### config.mk
export PLATFORM = sky130hd
export DESIGN_NAME = video_timing_top
export DESIGN_NICKNAME = d
export VERILOG_FILES = /design/src/video_pkg.sv /design/src/raster_if.sv /design/src/video_timing_top.sv /design/src/colorbar_gen.sv /design/src/scan_gate.sv /design/src/sync_gen.sv /design/src/raster_counter.sv
export SDC_FILE = /design/constraint.sdc
export NUM_CORES = 1
export LEC_CHECK = 0
export BUFFER_PORTS_ARGS = -buffer_cell sky130_fd_sc_hd__buf_2
export CAP_MARGIN = 20
export CELL_PAD_IN_SITES_DETAIL_PLACEMENT = 1
export CELL_PAD_IN_SITES_GLOBAL_PLACEMENT = 1
export CORE_MARGIN = 8
export CORE_UTILIZATION = 43
export DETAILED_ROUTE_END_ITERATION = 10
export GPL_ROUTABILITY_DRIVEN = 0
export PLACE_DENSITY_LB_ADDON = 0.25
export SYNTH_ARGS = -nofsm -noshare
export SYNTH_HDL_FRONTEND = slang
export SYNTH_SLANG_ARGS = --single-unit
### constraint.sdc
create_clock -name clk -period 4.7 [get_ports clk]
set_clock_uncertainty 0.1 [all_clocks]
set_input_delay 0.47 -clock clk [delete_from_list [all_inputs] [get_ports clk]]
set_output_delay 0.47 -clock clk [all_outputs]
set_load 0.02 [all_outputs]
### src/video_pkg.sv
package video_pkg;

    // 640x480 horizontal timing in pixels
    localparam int H_SYNC   = 96;
    localparam int H_BACK   = 48;
    localparam int H_ACTIVE = 640;
    localparam int H_FRONT  = 16;

    // Vertical timing in lines
    localparam int V_SYNC   = 2;
    localparam int V_BACK   = 33;
    localparam int V_ACTIVE = 480;
    localparam int V_FRONT  = 10;

    localparam int H_TOTAL = H_SYNC + H_BACK + H_ACTIVE + H_FRONT;
    localparam int V_TOTAL = V_SYNC + V_BACK + V_ACTIVE + V_FRONT;

    localparam int CNT_W = 11;

    // Pixel request lead and framestart line
    localparam int EARLY_REQ = 2;
    localparam int FRAME_TOP = 0;

    localparam int H_ACT_START = H_SYNC + H_BACK;
    localparam int V_ACT_START = V_SYNC + V_BACK;
    localparam int REQ_START   = H_ACT_START - EARLY_REQ;

    // Counts on which each bar transition is registered
    localparam int BAR_EDGE_0 = REQ_START - 1;
    localparam int BAR_EDGE_1 = REQ_START - 1 + (1 * H_ACTIVE) / 7;
    localparam int BAR_EDGE_2 = REQ_START - 1 + (2 * H_ACTIVE) / 7;
    localparam int BAR_EDGE_3 = REQ_START - 1 + (3 * H_ACTIVE) / 7;
    localparam int BAR_EDGE_4 = REQ_START - 1 + (4 * H_ACTIVE) / 7;
    localparam int BAR_EDGE_5 = REQ_START - 1 + (5 * H_ACTIVE) / 7;
    localparam int BAR_EDGE_6 = REQ_START - 1 + (6 * H_ACTIVE) / 7;
    localparam int BAR_EDGE_7 = REQ_START - 1 + (7 * H_ACTIVE) / 7;
    localparam int BAR_RIGHT_END = BAR_EDGE_7 + 1;

    typedef struct packed {
        logic [7:0] r;
        logic [7:0] g;
        logic [7:0] b;
    } pixel_t;

    // 75 % bars
    localparam pixel_t COLOR_75_WHITE   = '{r: 8'hBF, g: 8'hBF, b: 8'hBF};
    localparam pixel_t COLOR_75_YELLOW  = '{r: 8'hBF, g: 8'hBF, b: 8'h00};
    localparam pixel_t COLOR_75_CYAN    = '{r: 8'h00, g: 8'hBF, b: 8'hBF};
    localparam pixel_t COLOR_75_GREEN   = '{r: 8'h00, g: 8'hBF, b: 8'h00};
    localparam pixel_t COLOR_75_MAGENTA = '{r: 8'hBF, g: 8'h00, b: 8'hBF};
    localparam pixel_t COLOR_75_RED     = '{r: 8'hBF, g: 8'h00, b: 8'h00};
    localparam pixel_t COLOR_75_BLUE    = '{r: 8'h00, g: 8'h00, b: 8'hBF};

    typedef enum logic [3:0] {
        LEFT_BAND,
        BAR_WHITE,
        BAR_YELLOW,
        BAR_CYAN,
        BAR_GREEN,
        BAR_MAGENTA,
        BAR_RED,
        BAR_BLUE,
        RIGHT_BAND
    } bar_state_e;

endpackage
### src/raster_if.sv
`timescale 1ns/100ps

interface raster_if (
    input logic clk
);

    logic [video_pkg::CNT_W-1:0] hcount;
    logic [video_pkg::CNT_W-1:0] vcount;
    logic                        hsync;
    logic                        vsync;
    logic                        hblank;
    logic                        vblank;
    logic                        request;

    // Position source
    modport counter (input clk, output hcount, output vcount);

    // Timing flags follow the position
    modport timing (
        input  clk, hcount, vcount,
        output hsync, vsync, hblank, vblank, request
    );

    modport consumer (
        input clk, hcount, vcount, hsync, vsync, hblank, vblank, request
    );

endinterface

### src/video_timing_top.sv
`timescale 1ns/100ps

module video_timing_top (
    input  logic                        clk,
    input  logic                        rst,
    input  logic                        scan_ena,
    output logic                        hsync,
    output logic                        vsync,
    output logic                        csync,
    output logic                        hblank,
    output logic                        vblank,
    output logic                        framestart,
    output logic                        linestart,
    output logic                        pixrequest,
    output logic [video_pkg::CNT_W-1:0] hcount,
    output logic [video_pkg::CNT_W-1:0] vcount,
    output logic [7:0]                  bar_r,
    output logic [7:0]                  bar_g,
    output logic [7:0]                  bar_b
);

    raster_if i_ras (
        .clk (clk)
    );

    raster_counter i_raster_counter (
        .clk (clk),
        .rst (rst),
        .ras (i_ras.counter)
    );

    sync_gen i_sync_gen (
        .clk   (clk),
        .rst   (rst),
        .ras   (i_ras.timing),
        .csync (csync)
    );

    scan_gate i_scan_gate (
        .clk        (clk),
        .rst        (rst),
        .scan_ena   (scan_ena),
        .ras        (i_ras.consumer),
        .framestart (framestart),
        .linestart  (linestart),
        .pixrequest (pixrequest)
    );

    colorbar_gen i_colorbar_gen (
        .clk   (clk),
        .rst   (rst),
        .ras   (i_ras.consumer),
        .bar_r (bar_r),
        .bar_g (bar_g),
        .bar_b (bar_b)
    );

    assign hcount = i_ras.hcount;
    assign vcount = i_ras.vcount;
    assign hsync  = i_ras.hsync;
    assign vsync  = i_ras.vsync;
    assign hblank = i_ras.hblank;
    assign vblank = i_ras.vblank;

endmodule

### src/colorbar_gen.sv
`timescale 1ns/100ps

module colorbar_gen (
    input  logic        clk,
    input  logic        rst,
    raster_if.consumer  ras,
    output logic [7:0]  bar_r,
    output logic [7:0]  bar_g,
    output logic [7:0]  bar_b
);

    video_pkg::bar_state_e bar_state;
    video_pkg::pixel_t     bar_rgb;

    // Each state waits for its edge, then loads the next colour
    always_ff @(posedge clk) begin
        if (rst) begin
            bar_state <= video_pkg::LEFT_BAND;
            bar_rgb   <= '0;
        end else begin
            case (bar_state)
                video_pkg::LEFT_BAND: begin
                    if (ras.hcount == video_pkg::BAR_EDGE_0) begin
                        bar_state <= video_pkg::BAR_WHITE;
                        bar_rgb   <= video_pkg::COLOR_75_WHITE;
                    end
                end
                video_pkg::BAR_WHITE: begin
                    if (ras.hcount == video_pkg::BAR_EDGE_1) begin
                        bar_state <= video_pkg::BAR_YELLOW;
                        bar_rgb   <= video_pkg::COLOR_75_YELLOW;
                    end
                end
                video_pkg::BAR_YELLOW: begin
                    if (ras.hcount == video_pkg::BAR_EDGE_2) begin
                        bar_state <= video_pkg::BAR_CYAN;
                        bar_rgb   <= video_pkg::COLOR_75_CYAN;
                    end
                end
                video_pkg::BAR_CYAN: begin
                    if (ras.hcount == video_pkg::BAR_EDGE_3) begin
                        bar_state <= video_pkg::BAR_GREEN;
                        bar_rgb   <= video_pkg::COLOR_75_GREEN;
                    end
                end
                video_pkg::BAR_GREEN: begin
                    if (ras.hcount == video_pkg::BAR_EDGE_4) begin
                        bar_state <= video_pkg::BAR_MAGENTA;
                        bar_rgb   <= video_pkg::COLOR_75_MAGENTA;
                    end
                end
                video_pkg::BAR_MAGENTA: begin
                    if (ras.hcount == video_pkg::BAR_EDGE_5) begin
                        bar_state <= video_pkg::BAR_RED;
                        bar_rgb   <= video_pkg::COLOR_75_RED;
                    end
                end
                video_pkg::BAR_RED: begin
                    if (ras.hcount == video_pkg::BAR_EDGE_6) begin
                        bar_state <= video_pkg::BAR_BLUE;
                        bar_rgb   <= video_pkg::COLOR_75_BLUE;
                    end
                end
                video_pkg::BAR_BLUE: begin
                    if (ras.hcount == video_pkg::BAR_EDGE_7) begin
                        bar_state <= video_pkg::RIGHT_BAND;
                        bar_rgb   <= '0;
                    end
                end
                video_pkg::RIGHT_BAND: begin
                    if (ras.hcount == video_pkg::BAR_RIGHT_END) begin
                        bar_state <= video_pkg::LEFT_BAND;
                    end
                end
                default: bar_state <= video_pkg::LEFT_BAND;
            endcase
        end
    end

    assign bar_r = ras.request ? bar_rgb.r : 8'h00;
    assign bar_g = ras.request ? bar_rgb.g : 8'h00;
    assign bar_b = ras.request ? bar_rgb.b : 8'h00;

    // Every bar colour is non-black, so output and request must agree
    a_bar_follows_request: assert property (
        @(posedge clk) disable iff (rst)
        (({bar_r, bar_g, bar_b} != 24'h0) == ras.request)
    );

endmodule

### src/scan_gate.sv
`timescale 1ns/100ps

module scan_gate (
    input  logic        clk,
    input  logic        rst,
    input  logic        scan_ena,
    raster_if.consumer  ras,
    output logic        framestart,
    output logic        linestart,
    output logic        pixrequest
);

    logic scan_in;
    logic hs_old;
    logic vs_old;
    logic frame_ena;
    logic hsync_rise;
    logic vsync_rise;

    assign hsync_rise = ras.hsync && !hs_old;
    assign vsync_rise = ras.vsync && !vs_old;

    always_ff @(posedge clk) begin
        if (rst) begin
            scan_in   <= 1'b0;
            hs_old    <= 1'b0;
            vs_old    <= 1'b0;
            frame_ena <= 1'b0;
        end else begin
            scan_in <= scan_ena;
            hs_old  <= ras.hsync;
            vs_old  <= ras.vsync;
            // New enable takes hold only at the top of a frame
            if (vsync_rise) begin
                frame_ena <= scan_in;
            end
        end
    end

    assign framestart = (ras.hcount == 0) && (ras.vcount == video_pkg::FRAME_TOP);
    assign linestart  = hsync_rise && !ras.vblank && frame_ena;
    assign pixrequest = ras.request && frame_ena;

    // Vsync rise is expected on the first pixel of the frame
    a_enable_at_frame_top: assert property (
        @(posedge clk) disable iff (rst)
        $changed(frame_ena) |-> $past(vsync_rise && (ras.hcount == 0) &&
                                      (ras.vcount == 0))
    );

endmodule

### src/sync_gen.sv
`timescale 1ns/100ps

module sync_gen (
    input  logic      clk,
    input  logic      rst,
    raster_if.timing  ras,
    output logic      csync
);

    logic line_end;
    logic frame_end;

    assign line_end  = (ras.hcount == video_pkg::H_TOTAL - 1);
    assign frame_end = (ras.vcount == video_pkg::V_TOTAL - 1);

    // Flags are set and cleared one count ahead so they line up with the position
    always_ff @(posedge clk) begin
        if (rst) begin
            ras.hsync   <= 1'b0;
            ras.vsync   <= 1'b0;
            csync       <= 1'b0;
            ras.hblank  <= 1'b1;
            ras.vblank  <= 1'b1;
            ras.request <= 1'b0;
        end else begin
            if (line_end) begin
                ras.hsync <= 1'b1;
            end else if (ras.hcount == video_pkg::H_SYNC - 1) begin
                ras.hsync <= 1'b0;
            end

            // Serrated composite sync on the vsync lines
            if (line_end) begin
                csync <= 1'b1;
            end else if ((!ras.vsync && ras.hcount == video_pkg::H_SYNC - 1) ||
                         (ras.vsync &&
                          ras.hcount == video_pkg::H_TOTAL - video_pkg::H_SYNC)) begin
                csync <= 1'b0;
            end

            if (ras.hcount == video_pkg::H_ACT_START - 1) begin
                ras.hblank <= 1'b0;
            end else if (ras.hcount ==
                         video_pkg::H_ACT_START + video_pkg::H_ACTIVE - 1) begin
                ras.hblank <= 1'b1;
            end

            // Vertical flags only move at the line wrap
            if (line_end) begin
                if (frame_end) begin
                    ras.vsync <= 1'b1;
                end else if (ras.vcount == video_pkg::V_SYNC - 1) begin
                    ras.vsync <= 1'b0;
                end

                if (ras.vcount == video_pkg::V_ACT_START - 1) begin
                    ras.vblank <= 1'b0;
                end else if (ras.vcount ==
                             video_pkg::V_ACT_START + video_pkg::V_ACTIVE - 1) begin
                    ras.vblank <= 1'b1;
                end
            end

            // Request runs EARLY_REQ pixels ahead of the active area
            if (!ras.vblank) begin
                if (ras.hcount == video_pkg::REQ_START - 1) begin
                    ras.request <= 1'b1;
                end else if (ras.hcount ==
                             video_pkg::REQ_START + video_pkg::H_ACTIVE - 1) begin
                    ras.request <= 1'b0;
                end
            end
        end
    end

    a_request_in_active_lines: assert property (
        @(posedge clk) disable iff (rst)
        ras.request |-> !ras.vblank
    );

    a_hsync_outside_active: assert property (
        @(posedge clk) disable iff (rst)
        !(ras.hsync && !ras.hblank)
    );

    // Vertical edges fall on the first pixel of a line
    a_vsync_at_line_start: assert property (
        @(posedge clk) disable iff (rst)
        $changed(ras.vsync) |-> (ras.hcount == 0)
    );

endmodule

### src/raster_counter.sv
`timescale 1ns/100ps

module raster_counter (
    input logic        clk,
    input logic        rst,
    raster_if.counter  ras
);

    logic h_wrap;
    logic v_wrap;

    assign h_wrap = (ras.hcount == video_pkg::H_TOTAL - 1);
    assign v_wrap = (ras.vcount == video_pkg::V_TOTAL - 1);

    // Pixel position within the line
    always_ff @(posedge clk) begin
        if (rst) begin
            ras.hcount <= '0;
        end else if (h_wrap) begin
            ras.hcount <= '0;
        end else begin
            ras.hcount <= ras.hcount + 1'b1;
        end
    end

    // Line position, steps once per line
    always_ff @(posedge clk) begin
        if (rst) begin
            ras.vcount <= '0;
        end else if (h_wrap) begin
            if (v_wrap) begin
                ras.vcount <= '0;
            end else begin
                ras.vcount <= ras.vcount + 1'b1;
            end
        end
    end

endmodule

---- Word-level counts from Yosys, hierarchy flattened ----
Cells that the tools add are included.
word-level totals
  bits in registers ....................... 60
  input port bits ......................... 3
  output and inout bits ................... 54
  word-level logic and storage cells ...... 118
cells by class
  $add $sub $neg .......................... 2
  equality and inequality tests ........... 35
  mux-type cells .......................... 35
  bitwise operators ....................... 1
  reductions and logical operators ........ 29
operators by type and width
  cell                   number
  $mux 24                8
  $pmux 24 s8            1
  $eq 11x10->1 const B   9
  $mux 4                 9
  $pmux 4 s9             1
  $eq 11x8->1 const B    3
  $eq 11x9->1 const B    3
  $mux 8                 3
  $add 11x1->11 const B  2
  $logic_not 11->1       2
  $ne 2x1->1 const B     9
  $reduce_and 9->1       2
  $eq 4x3->1 const B     4
  $mux 1                 12
  $reduce_bool 2->1      6
  $eq 11x1->1 const B    1
  $eq 11x6->1 const B    1
  $eq 11x7->1 const B    1
  $mux 11                1
  $eq 4x2->1 const B     2
  $logic_and 1x1->1      8
  $reduce_bool 8->1      1
  $reduce_and 2->1       3
  $eq 4x1->1 const B     1
  other kinds (6)        9

---- Longest topological paths before layout ----
Gate-level depths: netlist of the first run.
  depth after elaboration ................. 5
  depth in mapped cells ................... 8
  depth with buffers taken out ............ 7

---- By module ----
A second synthesis of the first run with hierarchy kept.
second synthesis, totals
  cells, all modules ...................... 291
  area total of the unflattened synthesis .. 2,477.4 um^2
by module, submodules not included
  module          times used  cells each  area each (um^2)  sequential area each (um^2)
  raster_counter  1           123         1,094.8           440.4
  colorbar_gen    1           100         780.7             140.1
  sync_gen        1           49          411.6             120.1
  scan_gate       1           19          190.2             80.1

---- Least setup slack after synthesis of the first run ----
OpenSTA, ideal clock, no wires.
  path type ............................... register -> output
  from .................................... register i_raster_counter.ras.vcount[4]
  to ...................................... output framestart
  arrival time ............................ 2.187 ns
  data required time ...................... 4.130 ns
  slack ................................... 1.943 ns
  cell stages (with the launch flop) ...... 5
  path buffers ............................ 0
  cell sequence ........................... dfxtp_1 -> or4_1 -> or2_1 -> or4b_1 -> nor3_1
between the ends
  word-level cells in the longest chain between the ends .. 2
ends and longest elaborated chain
  item                      RTL line                source
  start: declaration        raster_if.sv:16         modport counter (input clk, output hcount, output vcount);
  start signal: assignment  raster_counter.sv:34    ras.vcount <= ras.vcount + 1'b1;
  $logic_not 11->1          scan_gate.sv:40         assign framestart = (ras.hcount == 0) && (ras.vcount == video_pkg::FRAME_TOP);
  $logic_and 1x1->1         scan_gate.sv:40
  end: declaration          video_timing_top.sv:12  output logic framestart,
Every way passes these cells.

---- Final worst setup path of the first run ----
Ends and elaborated chain as after synthesis.

==> results of run 1 <==
-- kinds of logic after synthesis --
| logic type | Yosys count | share of synthesized area, % |
|---|---|---|
| adder cells (fa/ha/maj) | 8 | 4.04 |
| multiplexers | 2 | 0.858 |
| AO/OA/AOI/OAI | 42 | 12.1 |
| buffers and inverters | 47 | 12.3 |
| XOR/XNOR | 15 | 5.30 |
| flip-flops | 39 | 31.5 |
| AND/OR/NAND/NOR | 133 | 33.8 |
| other | 1 | 0.151 |
-- worst max-delay path by stage --
stage                                         from          to  slack (ns)
CTS                 i_raster_counter.ras.vcount[4]  framestart        1.72
detailed placement  i_raster_counter.ras.vcount[4]  framestart        2.05
floorplan           i_raster_counter.ras.vcount[4]  framestart        1.94
global placement    i_raster_counter.ras.vcount[4]  framestart        2.02
global route        i_raster_counter.ras.vcount[4]  framestart        1.54
finish              i_raster_counter.ras.vcount[4]  framestart        1.72
-- metal layers --
layer	global-route usage, %	up-vias	routed length, um
met5	0	-	0
met4	3.62	0	46
met2	23.8	53	2810
met1	19.7	1020	3170
met3	4.48	4	431
li1	-	1049	-
-- power by group --
part | switching (uW) | internal, uW | total [uW] | leakage, uW
registers | 35.9 | 352 | 388 | 0.000315
logic | 129 | 87.6 | 217 | 0.000729
clock network | 123 | 158 | 282 | 0.0000581
-- area by class of cell --
| class | instances | area, sq um | share of cell area [%] |
|---|---|---|---|
| well taps | 72 | 90.1 | 3.37 |
| clock buffers | 5 | 68.8 | 2.57 |
| inverters | 7 | 26.3 | 0.982 |
| clock inverters | 3 | 43.8 | 1.64 |
| multi-input cells | 203 | 1400 | 52.4 |
| flip-flops and latches | 39 | 781 | 29.2 |
| repair buffers | 53 | 265 | 9.91 |
-- cells in the final DEF (no fill, tap or decap), types with 2 or more instances in the layout --
master,Yosys,routed
xor2_1,8,8
inv_1,7,7
o21ai_0,7,7
o31ai_1,4,4
clkbuf_8,0,5
nand2_1,13,13
nor4bb_1,3,3
a41oi_1,2,2
o41ai_1,2,2
nor4_1,2,2
nand3_1,13,13
nand4b_1,3,3
or3_1,5,5
xnor2_1,7,7
a21oi_1,12,12
a31oi_1,2,2
and4_1,2,2
buf_2,4,53
nor4_4,2,2
nor4b_1,2,2
ha_1,8,8
nor3_1,3,3
conb_1,1,3
or4b_1,2,2
nand4_1,13,13
and3_2,2,2
dfxtp_1,39,39
and3_1,2,2
a211oi_1,2,2
or4_1,4,4
and4_2,2,2
nor2_1,29,29
and2_1,4,4
nand3b_1,2,2
a41o_1,2,2
nor2b_1,9,9
nand2b_1,5,5
-- through the flow --
step	utilization, %	std cells	setup WS [ns]	hold slack [ns]	area, sq um
after floorplan	-	289	1.94	0.338	2490
after global placement	46.3	374	2.02	0.359	2560
after detailed placement	46.3	374	2.05	0.365	2560
after CTS	48.3	382	1.72	0.297	2680
after global routing	48.3	382	1.54	0.315	2680
final	48.3	382	1.72	0.301	2680
-- registers in the layout (all words and copies together), names as in the netlist --
signal                       cells
i_sync_gen.ras.vsync             1
i_sync_gen.ras.hsync             1
i_raster_counter.ras.hcount     11
i_colorbar_gen.bar_state         4
i_sync_gen.ras.vblank            1
i_raster_counter.ras.vcount     11
i_scan_gate.vs_old               1
i_sync_gen.ras.hblank            1
i_scan_gate.frame_ena            1
i_colorbar_gen.bar_rgb           3
i_scan_gate.hs_old               1
i_sync_gen.csync                 1
i_sync_gen.ras.request           1
i_scan_gate.scan_in              1
==> results.json, run 1 <==
{
  "fmax_mhz": 336,
  "avgSynthCellArea_sq_um": 8.64,
  "critical_path.max_stage_delay_ns": 0.56,
  "yosysSeqAreaShare_pct": 31.5,
  "worst_pin_slew_ns": 0.567,
  "hpwl_mm": 4.77,
  "critPathTopFamily": "simple AND/OR/NAND/NOR gates",
  "grt_antenna_before_repair": 0,
  "min_path_cells": 2,
  "num_rows": 27,
  "cts_hold_buf": 0,
  "grtUsageTotal_pct": 15.1,
  "hold_start": "scan_ena",
  "ir_drop_mv": 0.147,
  "vias": 2126,
  "end_kind": "output pin",
  "num_antenna_cells": 0,
  "drc": 0,
  "viasPerCell": 5.57,
  "cts_setup_buffers": 0,
  "grt_max_degree": 25,
  "fp.dieW_um": 91.9,
  "grt_overflow": 0,
  "drt_iter0_drc": 122,
  "worstPathRequired_ns": 4.13,
  "boundaryPins": 57,
  "worstPathCellList": "or4_1 > or2_1 > or4b_1 > nor3_1 > buf_2",
  "fin_crit_sh_pct": 63.3,
  "start_util_pct": 44.8,
  "post_cts_resized": 0,
  "p_total_uw": 886,
  "async_reset_ff_share_pct": 0,
  "cts-root-buf": "clkbuf_8",
  "cts_sinks": 39,
  "outcome": "completed",
  "maxCapViolCount": 0,
  "r2r_slack_ns": 2.06,
  "setup_tns_ns": 0,
  "p_leak_uw": 0.00110,
  "cts.path.max_buffers": 2,
  "setup_viol": 0,
  "synth_top_area_cell": "dfxtp_1",
  "r2r-end": "i_raster_counter.ras.vcount[10]",
  "slew_viol_final": 0,
  "wl_per_cell_um": 16.9,
  "core_sq_um": 5540,
  "crit_type": "flop to output pin",
  "ys_warn_count": 0,
  "grt_pass1_wl_mm": 10.8,
  "die_h_um": 91.9,
  "synthTopCellsByArea": "dfxtp_1, buf_4, nor2_1, ha_1, nand4_1",
  "worstSkewPairLatency_ns": 0.29,
  "yosys_most_used_dff": "dfxtp_1",
  "hold_path.class": "input port to flop",
  "drive_above_1_share_pct": 24.8,
  "ant_nets": 0,
  "portBuffers": 53,
  "critPathArrivalTime_ns": 2.41,
  "fin_nets": 320,
  "rr_worst_depth": 5,
  "hold_path_end": "i_scan_gate.scan_in",
  "drtPass1Iterations": 4,
  "die_area_sq_um": 8450,
  "area_delta_synth_final_pct": 7.92,
  "cts_tree": "built",
  "synth_top_area_share_pct": 31.5,
  "cts_inserted_buffers": 5,
  "synth-seq-cells": 39,
  "grt_pass1_vias": 2139,
  "cp-start-kind": "flop",
  "synth_area_sq_um": 2480,
  "reg2reg_from": "i_raster_counter.ras.hcount[8]",
  "path_buf_inv": 1,
  "fill_cells": 695,
  "synth_cell_types": 62,
  "critPathSlowestCell": "or4_1",
  "rsz0062_at_grt": "no",
  "fin_crit_ns": 2.98,
  "routed_wl_mm": 6.46,
  "clk_pin_slew_worst_paths_ns": 0.08,
  "synth.cells.most_frequent": "dfxtp_1, nor2_1, buf_4",
  "synth_edf_count": 0,
  "yosysMostFrequentCell": "dfxtp_1",
  "cp_max_fo": 7,
  "hold_violations": 0,
  "power_density_nw_per_um2": 331,
  "synthCells": 287,
  "worst-path-stages": 5,
  "relSlewSlack_pct": 62.0,
  "cts_max_level": 2
}
Power figures use the tool's default switching activity.
==> run 2: changes to the inputs <==
--- a/config.mk
+++ b/config.mk
@@ -10,7 +10,7 @@
 export CELL_PAD_IN_SITES_DETAIL_PLACEMENT = 1
 export CELL_PAD_IN_SITES_GLOBAL_PLACEMENT = 1
 export CORE_MARGIN = 8
-export CORE_UTILIZATION = 43
+export CORE_UTILIZATION = 40
 export DETAILED_ROUTE_END_ITERATION = 10
 export GPL_ROUTABILITY_DRIVEN = 0
 export PLACE_DENSITY_LB_ADDON = 0.25
==> constraint.sdc (replaced) <==
create_clock -name clk -period 3 [get_ports clk]
set_clock_uncertainty 0.1 [all_clocks]
set_input_delay 0.3 -clock clk [delete_from_list [all_inputs] [get_ports clk]]
set_output_delay 0.3 -clock clk [all_outputs]
set_load 0.02 [all_outputs]
==> results.json, run 2 (same netlist as run 1, synthesis figures left out) <==
{
  "setup_viol": 0,
  "drtPass1Iterations": 4,
  "cts_tree": "built",
  "layout_common_cells": "buf_2, dfxtp_1, nor2_1",
  "grt_pass1_wl_mm": 10.3,
  "min_path_cells": 2,
  "worstPathRequired_ns": 2.60,
  "portBuffers": 53,
  "area_delta_synth_final_pct": 7.87,
  "path_buf_inv": 1,
  "clk_pin_slew_worst_paths_ns": 0.07,
  "setup_tns_ns": 0,
  "maxCapViolCount": 0,
  "rr_worst_depth": 6,
  "critPathArrivalTime_ns": 2.34,
  "relSlewSlack_pct": 59.5,
  "final_common_cell": "buf_2",
  "worst-path-stages": 5,
  "grt_max_degree": 25,
  "viasPerCell": 5.51,
  "hold_path.class": "input port to flop",
  "slew_viol_final": 0,
  "post_cts_resized": 0,
  "worstPathCellList": "or4_1 > or2_1 > or4b_1 > nor3_1 > buf_2",
  "cp_max_fo": 7,
  "die_h_um": 94.7,
  "rsz0062_at_grt": "no",
  "cts.path.max_buffers": 2,
  "cp-start-kind": "flop",
  "fill_cells": 741,
  "fmax_mhz": 365,
  "critical_path.max_stage_delay_ns": 0.54,
  "drive_above_1_share_pct": 24.8,
  "fin_crit_sh_pct": 91.4,
  "grt_overflow": 0,
  "p_total_uw": 1330,
  "cts_inserted_buffers": 5,
  "hold_violations": 0,
  "startpoint": "i_raster_counter.ras.vcount[4]",
  "ir_drop_mv": 0.234,
  "r2r-end": "i_colorbar_gen.bar_rgb[21]",
  "worstSkewPairLatency_ns": 0.28,
  "boundaryPins": 57,
  "start_util_pct": 41.6,
  "reg2reg_from": "i_raster_counter.ras.hcount[0]",
  "critPathTopFamily": "simple AND/OR/NAND/NOR gates",
  "drt_iter0_drc": 85,
  "drc": 0,
  "die_area_sq_um": 8980,
  "grt_pass1_vias": 2073,
  "num_rows": 28,
  "outcome": "completed",
  "wl_per_cell_um": 16.0,
  "routed_wl_mm": 6.18,
  "num_antenna_cells": 0,
  "grt_antenna_before_repair": 0,
  "endpoint": "framestart",
  "end_kind": "output pin",
  "r2r_slack_ns": 0.56,
  "vias": 2126,
  "cts_setup_buffers": 0,
  "ant_nets": 0,
  "fp.dieW_um": 94.7,
  "p_leak_uw": 0.00110,
  "hpwl_mm": 4.76,
  "crit_type": "flop to output pin",
  "cts_sinks": 39,
  "power_density_nw_per_um2": 496,
  "reg_top3": "i_raster_counter.ras.hcount (11), i_raster_counter.ras.vcount (11), i_colorbar_gen.bar_state (4)",
  "cts_max_level": 2,
  "grtUsageTotal_pct": 14.1,
  "fin_crit_ns": 2.74,
  "worst_pin_slew_ns": 0.606,
  "core_sq_um": 5960,
  "cts_hold_buf": 0,
  "critPathSlowestCell": "or4_1",
  "cts-root-buf": "clkbuf_8",
  "fin_nets": 321
}
[run 2: through the flow]
step	cell area (sq um)	hold slack (ns)	utilization (%)	worst slack, ns	instances
after floorplan	2490	0.328	-	0.413	289
after global placement	2570	0.357	43.2	0.579	378
after detailed placement	2570	0.358	43.2	0.555	378
after CTS	2680	0.140	44.9	0.230	386
after global routing	2680	0.174	44.9	0.141	386
final	2680	0.148	44.9	0.257	386
[run 2: layout make-up]
class / instances / area, sq um / area share, %
well taps: 75 / 93.8 / 3.51
flip-flops and latches: 39 / 781 / 29.2
repair buffers: 54 / 273 / 10.2
clock buffers: 8 / 100 / 3.74
inverters: 7 / 26.3 / 0.982
multi-input cells: 203 / 1400 / 52.4
[run 2: per-layer routing]
metal / global-route usage [%] / wire (um) / vias to the layer above
met5: 0 / 0 / -
met4: 3.51 / 42 / 0
met3: 3.49 / 409 / 5
met2: 21.3 / 2660 / 51
met1: 19.5 / 3070 / 1016
li1: - / - / 1054
[run 2: worst min path at each step]
| stage | slack, ns | to | startpoint |
|---|---|---|---|
| 4_1_cts | 0.14 | i_scan_gate.scan_in | scan_ena |
| 3_5_place_dp | 0.36 | i_colorbar_gen.bar_rgb[5] | i_colorbar_gen.bar_rgb[5] |
| 5_1_grt | 0.17 | i_scan_gate.scan_in | scan_ena |
| 3_3_place_gp | 0.36 | i_scan_gate.frame_ena | i_scan_gate.scan_in |
| 2_1_floorplan | 0.33 | i_scan_gate.scan_in | scan_ena |
| 6_report | 0.15 | i_scan_gate.scan_in | scan_ena |
[run 2: power by group]
part	leakage (uW)	switching, uW	internal, uW	total, uW
Combinational	0.000734	203	137	340
Clock	0.0000515	173	210	382
Sequential	0.000315	53.9	551	605
Total	0.00110	430	898	1330
==> run 3: changes to the inputs <==
--- a/config.mk
+++ b/config.mk
@@ -10,7 +10,7 @@
 export CELL_PAD_IN_SITES_DETAIL_PLACEMENT = 1
 export CELL_PAD_IN_SITES_GLOBAL_PLACEMENT = 1
 export CORE_MARGIN = 8
-export CORE_UTILIZATION = 40
+export CORE_UTILIZATION = 36
 export DETAILED_ROUTE_END_ITERATION = 10
 export GPL_ROUTABILITY_DRIVEN = 0
 export PLACE_DENSITY_LB_ADDON = 0.25
==> constraint.sdc (replaced) <==
create_clock -name clk -period 2.4 [get_ports clk]
set_clock_uncertainty 0.1 [all_clocks]
set_input_delay 0.24 -clock clk [delete_from_list [all_inputs] [get_ports clk]]
set_output_delay 0.24 -clock clk [all_outputs]
set_load 0.02 [all_outputs]
==> results.json, run 3 (same netlist as run 1, synthesis figures left out) <==
{
  "outcome": "finished, violations left",
  "violations": "setup timing",
  "clk_pin_slew_worst_paths_ns": 0.08,
  "drive_above_1_share_pct": 31.5,
  "r2r_slack_ns": 0.14,
  "ant_nets": 0,
  "hold_path.class": "input port to flop",
  "core_sq_um": 6720,
  "p_clk_share_pct": 27.3,
  "p_total_uw": 1690,
  "drt_iter0_drc": 151,
  "crit_type": "flop to output pin",
  "grt_overflow": 0,
  "num_antenna_cells": 0,
  "relSlewSlack_pct": 64.9,
  "seqPwrFrac_pct": 44.2,
  "worstSkewPairLatency_ns": 0.30,
  "r2r-end": "i_colorbar_gen.bar_rgb[21]",
  "cts.path.max_buffers": 2,
  "vias": 2235,
  "cts_hold_buf": 0,
  "fmax_mhz": 394,
  "area_delta_synth_final_pct": 16.3,
  "power_density_nw_per_um2": 585,
  "placed_area_sq_um": 2760,
  "worst_slack_ns": -0.137,
  "cts_sinks": 39,
  "place_ws_ns": 0.0496,
  "final_common_cell": "buf_2",
  "hpwl_mm": 5.32,
  "grt_pass1_vias": 2271,
  "grt_antenna_before_repair": 0,
  "fin_nets": 343,
  "setup_tns_ns": -0.137,
  "portBuffers": 53,
  "worst_pin_slew_ns": 0.526,
  "cts-root-buf": "clkbuf_8",
  "drc": 0,
  "cp_max_fo": 2,
  "reg_top3": "i_raster_counter.ras.hcount (11), i_raster_counter.ras.vcount (11), i_colorbar_gen.bar_state (4)",
  "worstPathCellList": "or4_4 > or2_4 > or4b_4 > nor3_4 > buf_6",
  "grt_max_degree": 25,
  "ir_drop_mv": 0.261,
  "cts_max_level": 2,
  "startpoint": "i_raster_counter.ras.vcount[10]",
  "layout_common_cells": "buf_2, dfxtp_1, nor2_1, buf_4",
  "routed_wl_mm": 7.00,
  "design_area_sq_um": 2880,
  "cts_tree": "built",
  "switchingPower_uw": 589,
  "fin_crit_sh_pct": 106,
  "worstPathRequired_ns": 2.06,
  "reg2reg_from": "i_raster_counter.ras.hcount[3]",
  "p_sw_share_pct": 34.9,
  "start_util_pct": 36.9,
  "grt_pass1_wl_mm": 11.7,
  "grtUsageTotal_pct": 14.5,
  "end_kind": "output pin",
  "maxCapViolCount": 0,
  "intPower_uw": 1100,
  "cp-start-kind": "flop",
  "die_area_sq_um": 9800,
  "hold_violations": 0,
  "fill_cells": 839,
  "fp.dieW_um": 99.0,
  "slew_viol_final": 0,
  "drtPass1Iterations": 4,
  "power_frac_comb_pct": 28.5,
  "p_leak_uw": 0.00121,
  "viasPerCell": 5.41,
  "boundaryPins": 57,
  "critPathArrivalTime_ns": 2.20,
  "rr_worst_depth": 5,
  "num_rows": 30,
  "setup_viol": 1,
  "hold_start": "scan_ena",
  "critical_path.max_stage_delay_ns": 0.53,
  "endpoint": "framestart",
  "critPathSlowestCell": "or4_4",
  "fin_crit_ns": 2.54,
  "wl_per_cell_um": 17.0,
  "cts_inserted_buffers": 5,
  "die_h_um": 99.0,
  "rsz0062_at_grt": "yes"
}
[run 3: cell types whose count changed in the layout (fill, tap and decap cells not counted), sizes merged]
cell and change:
buf +22, clkbuf -2, clkinv +1, clkinvlp +1
[run 3: repair_timing]
action                     CTS  global route
resized for setup            5             5
pin swaps                    2             0
setup buffers                1             0
setup endpoints to repair    1             5
[run 3: cell type report]
class | instances | area (sq um) | area share (%)
multi-input combinational | 203 | 1430 | 49.7
clock inverter | 2 | 12.5 | 0.434
timing repair buffer | 76 | 457 | 15.8
clock buffer | 6 | 72.6 | 2.52
sequential | 39 | 782 | 27.1
inverter | 7 | 26.3 | 0.911
tap | 80 | 100 | 3.47
[run 3: worst min-delay path by stage]
stage | endpoint | slack [ns] | cells past startpoint
6_report | i_scan_gate.scan_in | 0.06 | 2
5_1_grt | i_scan_gate.scan_in | 0.07 | 2
4_1_cts | i_scan_gate.scan_in | 0.07 | 2
3_5_place_dp | i_scan_gate.scan_in | 0.36 | 2
3_3_place_gp | i_scan_gate.frame_ena | 0.35 | 2
2_1_floorplan | i_scan_gate.scan_in | 0.27 | 1
[run 3: stage by stage]
| stage | instances | util (%) | hold slack, ns |
|---|---|---|---|
| floorplan | 289 | - | 0.268 |
| global placement | 404 | 41.0 | 0.346 |
| detailed placement | 404 | 41.0 | 0.364 |
| CTS | 413 | 42.7 | 0.0674 |
| global route | 413 | 42.9 | 0.0688 |
| finish | 413 | 42.9 | 0.0648 |
[run 3: critical path, delay by kind of cell, from the launching register on]
kind | cells | cell delay, ns
buffers and inverters | 1 | 0.14
DFF | 1 | 0.32
and+or+nand+nor | 4 | 1.45
[run 3: power by group through the flow]
| stage | Clock, uW | Sequential [uW] | Combinational, uW |
|---|---|---|---|
| after floorplan | 0 | 728 | 386 |
| after global placement | 0 | 760 | 460 |
| after detailed placement | 0 | 759 | 466 |
| after CTS | 471 | 745 | 478 |
| after global routing | 502 | 755 | 534 |
| final | 461 | 745 | 481 |
[run 3: routing by layer]
metal | GRT usage (%) | wire length [um] | part of all wire [%] | vias up
li1 | - | - | - | 1092
met2 | 23.8 | 3210 | 46 | 56
met3 | 3.45 | 408 | 5.8 | 4
met4 | 3.54 | 62 | 0.89 | 0
met5 | 0 | 0 | 0 | -
met1 | 18.5 | 3320 | 47 | 1083
